--- src/earthrise_defines.svh ---
//////////////////////////////////////////////////////////////////////
// Width and size macros for the command-list graphics engine.
// Included by the package and by any RTL file that sizes a port
// or a register directly from these values.
//////////////////////////////////////////////////////////////////////

`ifndef EARTHRISE_DEFINES_SVH
`define EARTHRISE_DEFINES_SVH

// integer coordinate width (signed)
`define ER_CORDW 12

// data word width on both buses
`define ER_WORD 32

`define ER_CMD_ADDRW 8    // command memory word address, pc is 2 bits wider
`define ER_VRAM_ADDRW 16  // video memory word address
`define ER_COLRW 8        // colour width

// configuration register index width
`define ER_CFG_ADDRW 3

`endif
--- src/earthrise_pkg.sv ---
//////////////////////////////////////////////////////////////////////
// Shared types of the graphics engine: instruction word, canvas,
// job and pixel records, and the two Wishbone bus bundles.
//////////////////////////////////////////////////////////////////////

`include "earthrise_defines.svh"

`default_nettype none

package earthrise_pkg;

    typedef logic signed [`ER_CORDW-1:0] coord_t;
    typedef logic [`ER_COLRW-1:0] colr_t;

    // one 16-bit instruction, read either way
    typedef struct packed {
        logic [3:0]  opcode;
        logic [11:0] imm12;  // vertex, translation or jump target
    } instr_imm_t;

    typedef struct packed {
        logic [3:0] opcode;
        logic [3:0] fun;
        logic [7:0] imm8;  // colour value or draw options
    } instr_fun_t;

    typedef union packed {
        instr_imm_t imm_form;
        instr_fun_t fun_form;
    } instr_u;

    typedef struct packed {
        coord_t width;
        coord_t height;
        logic [3:0] bpp;                        // 1, 2, 4 or 8
        logic [`ER_VRAM_ADDRW-1:0] addr_base;   // word address of pixel (0,0)
    } canvas_t;

    typedef struct packed {
        coord_t x0;
        coord_t y0;
        coord_t x1;
        coord_t y1;
        colr_t  colr;
    } job_t;

    typedef struct packed {
        coord_t x;
        coord_t y;
        colr_t  colr;
    } pixel_t;

    typedef struct packed {
        logic cyc;
        logic stb;
        logic we;
        logic [`ER_CFG_ADDRW-1:0] adr;
        logic [`ER_WORD-1:0] dat;
    } cfg_req_t;

    typedef struct packed {
        logic ack;
        logic [`ER_WORD-1:0] dat;
    } cfg_rsp_t;

    typedef struct packed {
        logic cyc;
        logic stb;
        logic we;
        logic [`ER_VRAM_ADDRW-1:0] adr;
        logic [`ER_WORD-1:0] dat;
        logic [`ER_WORD-1:0] wmask;  // one bit per data bit
    } vram_req_t;

    typedef struct packed {
        logic ack;
    } vram_rsp_t;

endpackage

`default_nettype wire

--- src/earthrise.sv ---
//////////////////////////////////////////////////////////////////////
// Graphics engine top level. Software sets up the canvas over the
// configuration port and starts a run; the engine reads commands
// and writes pixels to video memory until done pulses.
//////////////////////////////////////////////////////////////////////

`include "earthrise_defines.svh"

`default_nettype none

module earthrise (
    input  wire clk,
    input  wire rst,
    input  wire earthrise_pkg::cfg_req_t cfg_req,
    output wire earthrise_pkg::cfg_rsp_t cfg_rsp,
    output wire [`ER_CMD_ADDRW-1:0] cmd_addr,
    input  wire [`ER_WORD-1:0] cmd_data,
    output wire earthrise_pkg::vram_req_t vram_req,
    input  wire earthrise_pkg::vram_rsp_t vram_rsp,
    output wire done
);

    earthrise_pkg::canvas_t canvas;
    earthrise_pkg::job_t job;
    earthrise_pkg::pixel_t pix;
    logic start, busy, invalid;
    logic job_valid, job_ready;
    logic pix_valid, pix_ready;
    logic wr_idle;

    earthrise_regs regs_inst (
        .clk, .rst,
        .cfg_req, .cfg_rsp,
        .busy, .invalid,
        .canvas, .start
    );

    earthrise_sequencer seq_inst (
        .clk, .rst,
        .start,
        .cmd_addr, .cmd_data,
        .job, .job_valid, .job_ready,
        .wr_idle,
        .busy, .invalid, .done
    );

    earthrise_raster raster_inst (
        .clk, .rst,
        .job, .job_valid, .job_ready,
        .pix, .pix_valid, .pix_ready
    );

    earthrise_pixel_writer writer_inst (
        .clk, .rst,
        .canvas,
        .pix, .pix_valid, .pix_ready,
        .wr_idle,
        .vram_req, .vram_rsp
    );

endmodule

`default_nettype wire

--- src/earthrise_pixel_writer.sv ---
//////////////////////////////////////////////////////////////////////
// Pixel writer: clips each pixel to the canvas, works out the video
// memory word, data lane and mask for the canvas depth, and runs one
// Wishbone classic write per visible pixel.
//////////////////////////////////////////////////////////////////////

`include "earthrise_defines.svh"

`default_nettype none

module earthrise_pixel_writer (
    input  wire clk,
    input  wire rst,
    input  wire earthrise_pkg::canvas_t canvas,
    input  wire earthrise_pkg::pixel_t pix,
    input  wire pix_valid,
    output logic pix_ready,
    output logic wr_idle,
    output earthrise_pkg::vram_req_t vram_req,
    input  wire earthrise_pkg::vram_rsp_t vram_rsp
);

    localparam int IDXW = 2 * `ER_CORDW;       // pixel index width
    localparam int OFFW = $clog2(`ER_WORD);    // bit offset in a word

    logic clip;
    logic [1:0] lg;                 // log2 of bpp
    logic [IDXW-1:0] index;
    logic [OFFW-1:0] offset;
    logic [`ER_WORD-1:0] lane;      // ones over one pixel at offset 0
    logic [`ER_VRAM_ADDRW-1:0] word_adr;

    always_comb begin
        case (canvas.bpp)
            4'd1:    lg = 2'd0;
            4'd2:    lg = 2'd1;
            4'd8:    lg = 2'd3;
            default: lg = 2'd2;
        endcase
    end

    assign clip = (pix.x < 0) || (pix.y < 0) ||
                  (pix.x >= canvas.width) || (pix.y >= canvas.height);

    // only meaningful when not clipped
    assign index = IDXW'($unsigned(pix.y)) * IDXW'($unsigned(canvas.width))
                 + IDXW'($unsigned(pix.x));
    assign word_adr = canvas.addr_base + `ER_VRAM_ADDRW'(index >> (OFFW - lg));
    assign offset = index[OFFW-1:0] << lg;  // slot times bpp
    assign lane = (`ER_WORD'(1) << (1 << lg)) - 1'b1;

    // no pixel held outside a bus cycle
    assign pix_ready = !vram_req.cyc;
    assign wr_idle   = !vram_req.cyc;

    always_ff @(posedge clk) begin
        if (rst) begin
            vram_req.cyc <= 1'b0;
            vram_req.stb <= 1'b0;
            vram_req.we  <= 1'b0;
        end else if (vram_req.cyc) begin
            if (vram_rsp.ack) begin
                vram_req.cyc <= 1'b0;
                vram_req.stb <= 1'b0;
                vram_req.we  <= 1'b0;
            end
        end else if (pix_valid && !clip) begin  // clipped pixels are dropped
            vram_req.cyc   <= 1'b1;
            vram_req.stb   <= 1'b1;
            vram_req.we    <= 1'b1;
            vram_req.adr   <= word_adr;
            vram_req.dat   <= (`ER_WORD'(pix.colr) & lane) << offset;
            vram_req.wmask <= lane << offset;
        end
    end

endmodule

`default_nettype wire

--- src/earthrise_raster.sv ---
//////////////////////////////////////////////////////////////////////
// Rectangle rasterizer: sorts a job's corners and streams its pixels
// row by row, low y to high y and low x to high x, one per cycle.
//////////////////////////////////////////////////////////////////////

`default_nettype none

module earthrise_raster (
    input  wire clk,
    input  wire rst,
    input  wire earthrise_pkg::job_t job,
    input  wire job_valid,
    output logic job_ready,
    output earthrise_pkg::pixel_t pix,
    output logic pix_valid,
    input  wire pix_ready
);

    logic running;
    earthrise_pkg::coord_t x, y;
    earthrise_pkg::coord_t x_lo, x_hi, y_hi;  // sorted bounds of current job
    earthrise_pkg::coord_t jx_min, jx_max, jy_min, jy_max;
    earthrise_pkg::colr_t colr;

    // corner sort on the incoming job
    assign jx_min = (job.x0 < job.x1) ? job.x0 : job.x1;
    assign jx_max = (job.x0 < job.x1) ? job.x1 : job.x0;
    assign jy_min = (job.y0 < job.y1) ? job.y0 : job.y1;
    assign jy_max = (job.y0 < job.y1) ? job.y1 : job.y0;

    assign job_ready = !running;
    assign pix_valid = running;
    assign pix = '{x: x, y: y, colr: colr};

    always_ff @(posedge clk) begin
        if (rst) begin
            running <= 1'b0;
        end else if (!running) begin
            if (job_valid) begin
                running <= 1'b1;
                x       <= jx_min;
                y       <= jy_min;
                x_lo    <= jx_min;
                x_hi    <= jx_max;
                y_hi    <= jy_max;
                colr    <= job.colr;
            end
        end else if (pix_ready) begin
            if (x != x_hi) begin
                x <= x + 1'b1;
            end else begin
                x <= x_lo;  // next row
                if (y == y_hi) running <= 1'b0;
                else y <= y + 1'b1;
            end
        end
    end

endmodule

`default_nettype wire

--- src/earthrise_sequencer.sv ---
//////////////////////////////////////////////////////////////////////
// Command-list sequencer: fetches 16-bit instructions from command
// memory, keeps vertex, translation and colour registers, and hands
// drawing work to the raster as rectangle jobs.
//////////////////////////////////////////////////////////////////////

`include "earthrise_defines.svh"

`default_nettype none

module earthrise_sequencer (
    input  wire clk,
    input  wire rst,
    input  wire start,
    output logic [`ER_CMD_ADDRW-1:0] cmd_addr,
    input  wire [`ER_WORD-1:0] cmd_data,
    output earthrise_pkg::job_t job,
    output logic job_valid,
    input  wire job_ready,
    input  wire wr_idle,
    output logic busy,
    output logic invalid,
    output logic done
);

    localparam int PCW = `ER_CMD_ADDRW + 2;  // byte address
    localparam logic [PCW-1:0] PC_LAST = {{(PCW-1){1'b1}}, 1'b0};

    typedef enum logic [2:0] {
        S_IDLE, S_FETCH, S_DECODE, S_EXEC, S_JUMP, S_DRAW, S_DRAIN, S_DONE
    } state_t;

    state_t state;
    logic [PCW-1:0] pc;
    logic [PCW-1:0] pc_start;      // jump target
    logic cmd_last;                // last command address decoded
    logic [`ER_WORD/2-1:0] instr_word;
    earthrise_pkg::instr_u ir;
    earthrise_pkg::coord_t tvx0, tvy0, tvx1, tvy1;
    earthrise_pkg::coord_t xt, yt;
    earthrise_pkg::coord_t imm_t;  // translated immediate
    earthrise_pkg::colr_t lca, lcb, fca, fcb;
    earthrise_pkg::colr_t colr_sel;

    assign cmd_addr = pc[PCW-1:2];
    assign instr_word = pc[1] ? cmd_data[`ER_WORD-1:`ER_WORD/2] : cmd_data[`ER_WORD/2-1:0];
    assign done = (state == S_DONE);

    // odd opcodes are y values
    assign imm_t = $signed(ir.imm_form.imm12) + (ir.imm_form.opcode[0] ? yt : xt);

    // option bit 0 picks fill, bit 1 picks colour B
    always_comb begin
        case (ir.fun_form.imm8[1:0])
            2'b00:   colr_sel = lca;
            2'b10:   colr_sel = lcb;
            2'b01:   colr_sel = fca;
            default: colr_sel = fcb;
        endcase
    end

    always_ff @(posedge clk) begin
        if (rst) begin
            state     <= S_IDLE;
            pc        <= '0;
            pc_start  <= '0;
            cmd_last  <= 1'b0;
            busy      <= 1'b0;
            invalid   <= 1'b0;
            job_valid <= 1'b0;
            xt        <= '0;
            yt        <= '0;
            lca       <= 'd1;
            lcb       <= 'd1;
            fca       <= 'd1;
            fcb       <= 'd1;
        end else begin
            case (state)
                S_IDLE: begin
                    if (start) begin
                        state   <= S_FETCH;
                        busy    <= 1'b1;
                        invalid <= 1'b0;
                    end
                end
                S_JUMP: state <= S_FETCH;  // let cmd_data follow the new pc
                S_FETCH: state <= cmd_last ? S_DRAIN : S_DECODE;
                S_DECODE: begin
                    ir    <= instr_word;
                    pc    <= pc + 2'd2;
                    state <= S_EXEC;
                    if (pc == PC_LAST) cmd_last <= 1'b1;
                end
                S_EXEC: begin
                    state <= S_FETCH;
                    case (ir.imm_form.opcode)
                        4'h0: tvx0 <= imm_t;
                        4'h1: tvy0 <= imm_t;
                        4'h2: tvx1 <= imm_t;
                        4'h3: tvy1 <= imm_t;
                        4'h8: xt <= ir.imm_form.imm12;
                        4'h9: yt <= ir.imm_form.imm12;
                        4'hA: pc_start <= ir.imm_form.imm12[PCW-1:0];
                        4'hC: begin
                            case (ir.fun_form.fun)
                                4'h0: lca <= ir.fun_form.imm8;
                                4'h1: lcb <= ir.fun_form.imm8;
                                4'h2: fca <= ir.fun_form.imm8;
                                4'h3: fcb <= ir.fun_form.imm8;
                                4'hA: begin  // jump
                                    pc       <= pc_start;
                                    cmd_last <= 1'b0;
                                    state    <= S_JUMP;
                                end
                                4'hC: ;  // continue
                                4'hE: state <= S_DRAIN;  // stop
                                default: begin
                                    invalid <= 1'b1;
                                    state   <= S_DRAIN;
                                end
                            endcase
                        end
                        4'hD: begin
                            job.x0   <= tvx0;
                            job.y0   <= tvy0;
                            job.colr <= colr_sel;
                            case (ir.fun_form.fun)
                                4'h0, 4'h4, 4'hF: begin
                                    job_valid <= 1'b1;
                                    state     <= S_DRAW;
                                end
                                default: begin
                                    invalid <= 1'b1;
                                    state   <= S_DRAIN;
                                end
                            endcase
                            job.x1 <= (ir.fun_form.fun == 4'h0) ? tvx0 : tvx1;  // pixel is 1x1
                            job.y1 <= (ir.fun_form.fun == 4'h4) ? tvy1 : tvy0;  // fast line is one row
                        end
                        default: begin
                            invalid <= 1'b1;
                            state   <= S_DRAIN;
                        end
                    endcase
                end
                S_DRAW: begin
                    if (job_ready) begin
                        job_valid <= 1'b0;
                        state     <= S_FETCH;
                    end
                end
                S_DRAIN: if (job_ready && wr_idle) state <= S_DONE;  // all writes finished
                default: begin  // S_DONE
                    busy     <= 1'b0;
                    pc       <= '0;
                    cmd_last <= 1'b0;
                    state    <= S_IDLE;
                end
            endcase
        end
    end

endmodule

`default_nettype wire

--- src/earthrise_regs.sv ---
//////////////////////////////////////////////////////////////////////
// Configuration and status registers on a Wishbone classic slave.
// Holds the canvas setup and issues the one-cycle engine start.
// Every request gets a single-cycle ack in the following cycle.
//////////////////////////////////////////////////////////////////////

`include "earthrise_defines.svh"

`default_nettype none

module earthrise_regs (
    input  wire clk,
    input  wire rst,
    input  wire earthrise_pkg::cfg_req_t cfg_req,
    output earthrise_pkg::cfg_rsp_t cfg_rsp,
    input  wire busy,
    input  wire invalid,
    output earthrise_pkg::canvas_t canvas,
    output logic start
);

    localparam logic [`ER_CFG_ADDRW-1:0] REG_CTRL   = 'd0;
    localparam logic [`ER_CFG_ADDRW-1:0] REG_WIDTH  = 'd1;
    localparam logic [`ER_CFG_ADDRW-1:0] REG_HEIGHT = 'd2;
    localparam logic [`ER_CFG_ADDRW-1:0] REG_BPP    = 'd3;
    localparam logic [`ER_CFG_ADDRW-1:0] REG_BASE   = 'd4;

    // unsupported depths fall back to 4 bpp
    function automatic logic [3:0] norm_bpp(input logic [3:0] v);
        case (v)
            4'd1, 4'd2, 4'd4, 4'd8: return v;
            default: return 4'd4;
        endcase
    endfunction

    logic req;                     // new request this cycle
    logic [`ER_WORD-1:0] rdata;

    assign req = cfg_req.cyc && cfg_req.stb && !cfg_rsp.ack;

    always_comb begin
        case (cfg_req.adr)
            REG_CTRL:   rdata = `ER_WORD'({invalid, busy});  // status
            REG_WIDTH:  rdata = `ER_WORD'(canvas.width);     // sign extended
            REG_HEIGHT: rdata = `ER_WORD'(canvas.height);
            REG_BPP:    rdata = `ER_WORD'(canvas.bpp);
            REG_BASE:   rdata = `ER_WORD'(canvas.addr_base);
            default:    rdata = '0;
        endcase
    end

    always_ff @(posedge clk) begin
        if (rst) begin
            cfg_rsp.ack      <= 1'b0;
            start            <= 1'b0;
            canvas.width     <= '0;
            canvas.height    <= '0;
            canvas.bpp       <= 4'd4;
            canvas.addr_base <= '0;
        end else begin
            cfg_rsp.ack <= req;
            cfg_rsp.dat <= rdata;
            start <= req && cfg_req.we && (cfg_req.adr == REG_CTRL) && cfg_req.dat[0] && !busy;
            if (req && cfg_req.we) begin
                case (cfg_req.adr)
                    REG_WIDTH:  canvas.width     <= cfg_req.dat[`ER_CORDW-1:0];
                    REG_HEIGHT: canvas.height    <= cfg_req.dat[`ER_CORDW-1:0];
                    REG_BPP:    canvas.bpp       <= norm_bpp(cfg_req.dat[3:0]);
                    REG_BASE:   canvas.addr_base <= cfg_req.dat[`ER_VRAM_ADDRW-1:0];
                    default: ;  // CTRL handled by start
                endcase
            end
        end
    end

endmodule

`default_nettype wire

--- config.mk ---
export PLATFORM = sky130hd
export DESIGN_NAME = earthrise
export DESIGN_NICKNAME = d
export VERILOG_FILES = /design/src/earthrise_pkg.sv /design/src/earthrise.sv /design/src/earthrise_pixel_writer.sv /design/src/earthrise_raster.sv /design/src/earthrise_sequencer.sv /design/src/earthrise_regs.sv
export VERILOG_INCLUDE_DIRS = /design/src
export SDC_FILE = /design/constraint.sdc
export NUM_CORES = 1
export LEC_CHECK = 0
export BUFFER_PORTS_ARGS = -buffer_cell sky130_fd_sc_hd__buf_2
export CORE_ASPECT_RATIO = 1.5
export CORE_MARGIN = 10
export CORE_UTILIZATION = 58
export DETAILED_ROUTE_END_ITERATION = 12
export GPL_ROUTABILITY_DRIVEN = 1
export PLACE_DENSITY = 0.78
export SETUP_SLACK_MARGIN = 0.05
export SYNTH_ARGS = -nofsm -noshare
export SYNTH_HDL_FRONTEND = slang
export SYNTH_SLANG_ARGS = --single-unit
--- constraint.sdc ---
create_clock -name clk -period 10.1 [get_ports clk]
set_clock_uncertainty 0.15 [all_clocks]
set_input_delay 1.01 -clock clk [delete_from_list [all_inputs] [get_ports clk]]
set_output_delay 1.01 -clock clk [all_outputs]
set_load 0.02 [all_outputs]
==> key figures <==
Status
  • Status: finished, final reports clean

Yosys
  • Ys async rst share: 0
  • Cell count after synthesis: 2366
  • Synthesized flop and latch total: 417
  • Top FF cell, synth: edfxtp_1
  • Synthesized area: 25000 um^2
  • Register area share after synthesis: 0.448
  • Post-synth EDFFs: 285
  • Synth warnings: 0
  • Syn_nets: 2687
  • Unique masters post-synth: 74
  • Syn Area/Cell: 10.6 um^2

Pwr
  • Switching power: 0.747 mW
  • Comb power frac: 0.046
  • Switching share of power: 0.213
  • Sequential power share: 0.526
  • Share of power burned in the clock network: 0.428
  • Internal power: 2.77 mW
  • Peak supply drop: 190 uV
  • Power Density: 128 nW/um^2
  • Leakage: 11.3 nW

Detailed routing
  • Number of DRC markers in iteration 0: 1015
  • Final ANT Viol Nets: 0
  • Pre-Repair DR Iteration Count: 6
  • Routed len/inst: 18.4 um
  • Final WL: 56500 um
  • DR vias/cell: 5.69
  • Vias: 17500
  • Remaining DRCs: 0

Final layout
  • Most frequent cells in the layout: edfxtp_1, nor2_1, inv_1, nand2_1, buf_2
  • Finished Cell Area: 27500 um^2
  • Antenna cell count: 0
  • Proportion of layout cells with a drive suffix above 1: 0.150
  • Most common cell after layout, fill and taps aside: edfxtp_1
  • Area Overhead vs Synth: 10.1%
  • Nets: 2792

Global route
  • Gr ovfl total: 0
  • Vias in the first global route: 18000
  • All-layer global routing usage: 0.217
  • Antenna violations before repair: 0
  • Largest net degree at the start of global routing: 83
  • First-pass GRT wire length: 91200 um

Critical path
  • Reg2reg end: writer_inst.vram_req[79]
  • Crit path to: writer_inst.vram_req[79]
  • Critical path's slowest cell: edfxtp_1
  • Crit. Startpoint: raster_inst.y[2]
  • CP Max Fanout: 20
  • Reg2reg path depth: 27
  • CP Class: reg -> reg
  • Reg2reg setup slack: 2.42 ns
  • Slowest stage delay, CP: 0.74 ns
  • Worst Path Arrival: 7.82 ns
  • CP Data Required Time: 10.24 ns
  • CP Launch Type: register
  • Cell mode on critical path: ha_1
  • R2R Path Start: raster_inst.y[2]
  • Element type at the critical path end: register

Clock tree
  • Clock Path Buffers: 3
  • Root Buffer: clkbuf_16
  • CTS tree: built
  • Setup bufs post-CTS: 0
  • CTS Buf Count: 39
  • Clk sink count: 417
  • CTS resizes: 0
  • Clock-pin slew on the worst setup and hold paths: 0.06 ns
  • CTS H-tree depth: 2
  • Clk_lat worst skew: 0.55 ns
  • Hold_buf cts: 0

Min path
  • Worst Hold Class: reg -> reg
  • Min-Delay Path Depth: 0

Timing
  • Hold Violations, Final: 0
  • RSZ-0062 raised after global routing: false
  • Rel. slew slack: 0.151
  • Crit path time final: 7.68 ns
  • Final Max Slew Viols: 0
  • Fmax: 0.130 GHz
  • Setup WS post-layout: 2.42 ns
  • Final setup viols: 0
  • Setup TNS: 0 ns
  • Ratio of final minimum period to clock period: 0.760
  • Least-Margin Pin Slew: 1.27 ns

Die
  • Die height: 274 um
  • Die W: 190 um
  • Site Rows: 93
  • Core area: 42800 um^2
  • Die area: 52000 um^2
  • Ports: 198
  • Initial Util: 0.584

Place
  • DP HPWL: 43100 um
  • Port bufs: 181
  • Placed Area: 26200 um^2
  • Place WS: 2.49 ns
  • Global placement routability congestion: 0.901

Run
  • Max-cap check violation count: 0
==> power by group through the flow <==
| stage | Sequential (mW) | Combinational (mW) | Clock, mW |
|---|---|---|---|
| 2_1_floorplan | 1.87 | 0.122 | 0 |
| 3_3_place_gp | 1.88 | 0.154 | 0 |
| 3_5_place_dp | 1.89 | 0.158 | 0 |
| 4_1_cts | 1.85 | 0.159 | 1.53 |
| 5_1_grt | 1.85 | 0.176 | 1.60 |
| 6_report | 1.85 | 0.160 | 1.50 |
==> metal layers <==
layer	global-route usage	share of wire	wire length [um]
met3	0.0361	0.057	3200
met2	0.413	0.54	30500
met4	0.107	0.049	2760
met5	0	0	0
met1	0.222	0.35	20100
==> critical path, delay by kind of cell, from the launching register on <==
family / cells / cell delay (ns)
AO/OA/AOI/OAI: 9 / 1.92
XOR/XNOR: 3 / 0.46
adder cells (fa/ha/maj): 7 / 2.87
buffers and inverters: 2 / 0.09
flip-flops: 1 / 0.74
multiplexers: 2 / 0.44
AND/OR/NAND/NOR: 4 / 0.73
==> Yosys cell counts, types with 4 or more instances <==
cell	count	area, um^2
and3_1	14	87.6
a21boi_0	4	30.0
o21ai_0	91	455
nand4b_1	4	35.0
a31o_2	4	35.0
or3_1	8	50.1
a31oi_1	7	43.8
nor2_1	237	890
o22ai_1	7	43.8
o21bai_1	5	37.5
buf_4	27	203
clkbuf_1	92	345
xor2_1	39	342
o211ai_1	6	45.0
nand3_1	42	210
and2_1	75	469
nand2b_1	19	119
a21oi_1	85	425
ha_1	136	1700
a22oi_1	27	203
mux2_2	75	845
o21a_1	18	135
nand4_1	11	68.8
nor2_2	4	25.0
nor3_1	27	135
nor2b_1	14	87.6
inv_1	230	863
nand2_1	224	841
o21ai_1	4	20.0
xnor2_1	44	385
buf_1	8	30.0
nor4_1	11	68.8
dfxtp_1	132	2640
edfxtp_1	285	8560
buf_2	12	60.1
mux2i_1	128	1280
a211oi_1	11	82.6
fa_1	112	2240
a21o_1	27	203
mux4_2	8	180
==> registers in the layout, indices dropped and copies added (netlist names), 16 cells and up <==
register,flops
regs_inst.canvas,44
seq_inst.ir,16
writer_inst.vram_req,82
regs_inst.cfg_rsp,18
seq_inst.job,56
==> layout make-up <==
| cell class | instances | area (um^2) |
|---|---|---|
| Fill cell | 3352 | 15300 |
| Multi-Input combinational cell | 1579 | 12400 |
| Sequential cell | 417 | 11200 |
| Timing Repair Buffer | 203 | 1070 |
| Clock buffer | 47 | 1060 |
| Inverter | 231 | 867 |
| Tap cell | 570 | 713 |
| Clock inverter | 23 | 263 |
==> how the worst min path moves through the flow <==
stage / startpoint / slack [ns] / end
3_3_place_gp: seq_inst.job[4] / 0.25 / raster_inst.colr[4]
5_1_grt: seq_inst.job[4] / 0.28 / raster_inst.colr[4]
4_1_cts: seq_inst.job[6] / 0.27 / raster_inst.colr[6]
2_1_floorplan: seq_inst.job[0] / 0.25 / raster_inst.colr[0]
3_5_place_dp: seq_inst.job[7] / 0.25 / raster_inst.colr[7]
6_report: seq_inst.job[6] / 0.27 / raster_inst.colr[6]
==> cells by family (layout without fill, tap and decap cells) <==
logic type | Yosys count | after routing | synth area share
simple gates | 700 | 700 | 0.127
flops | 417 | 417 | 0.448
buf+inv | 370 | 504 | 0.0602
compound gates | 334 | 334 | 0.0853
fa+ha+maj | 248 | 248 | 0.158
mux | 212 | 212 | 0.0931
xor+xnor | 83 | 83 | 0.0291
other cells | 2 | 2 | 0.000300
==> stage by stage <==
step	cells	hold WS, ns	utilization	power, mW
6_report	3070	0.268	0.643	3.51
5_1_grt	3070	0.276	0.643	3.63
4_1_cts	3070	0.267	0.643	3.53
3_5_place_dp	3000	0.255	0.612	2.04
3_3_place_gp	3000	0.254	0.612	2.04
2_1_floorplan	2366	0.250	-	1.99
No activity file was read; power rests on OpenSTA's default activity.
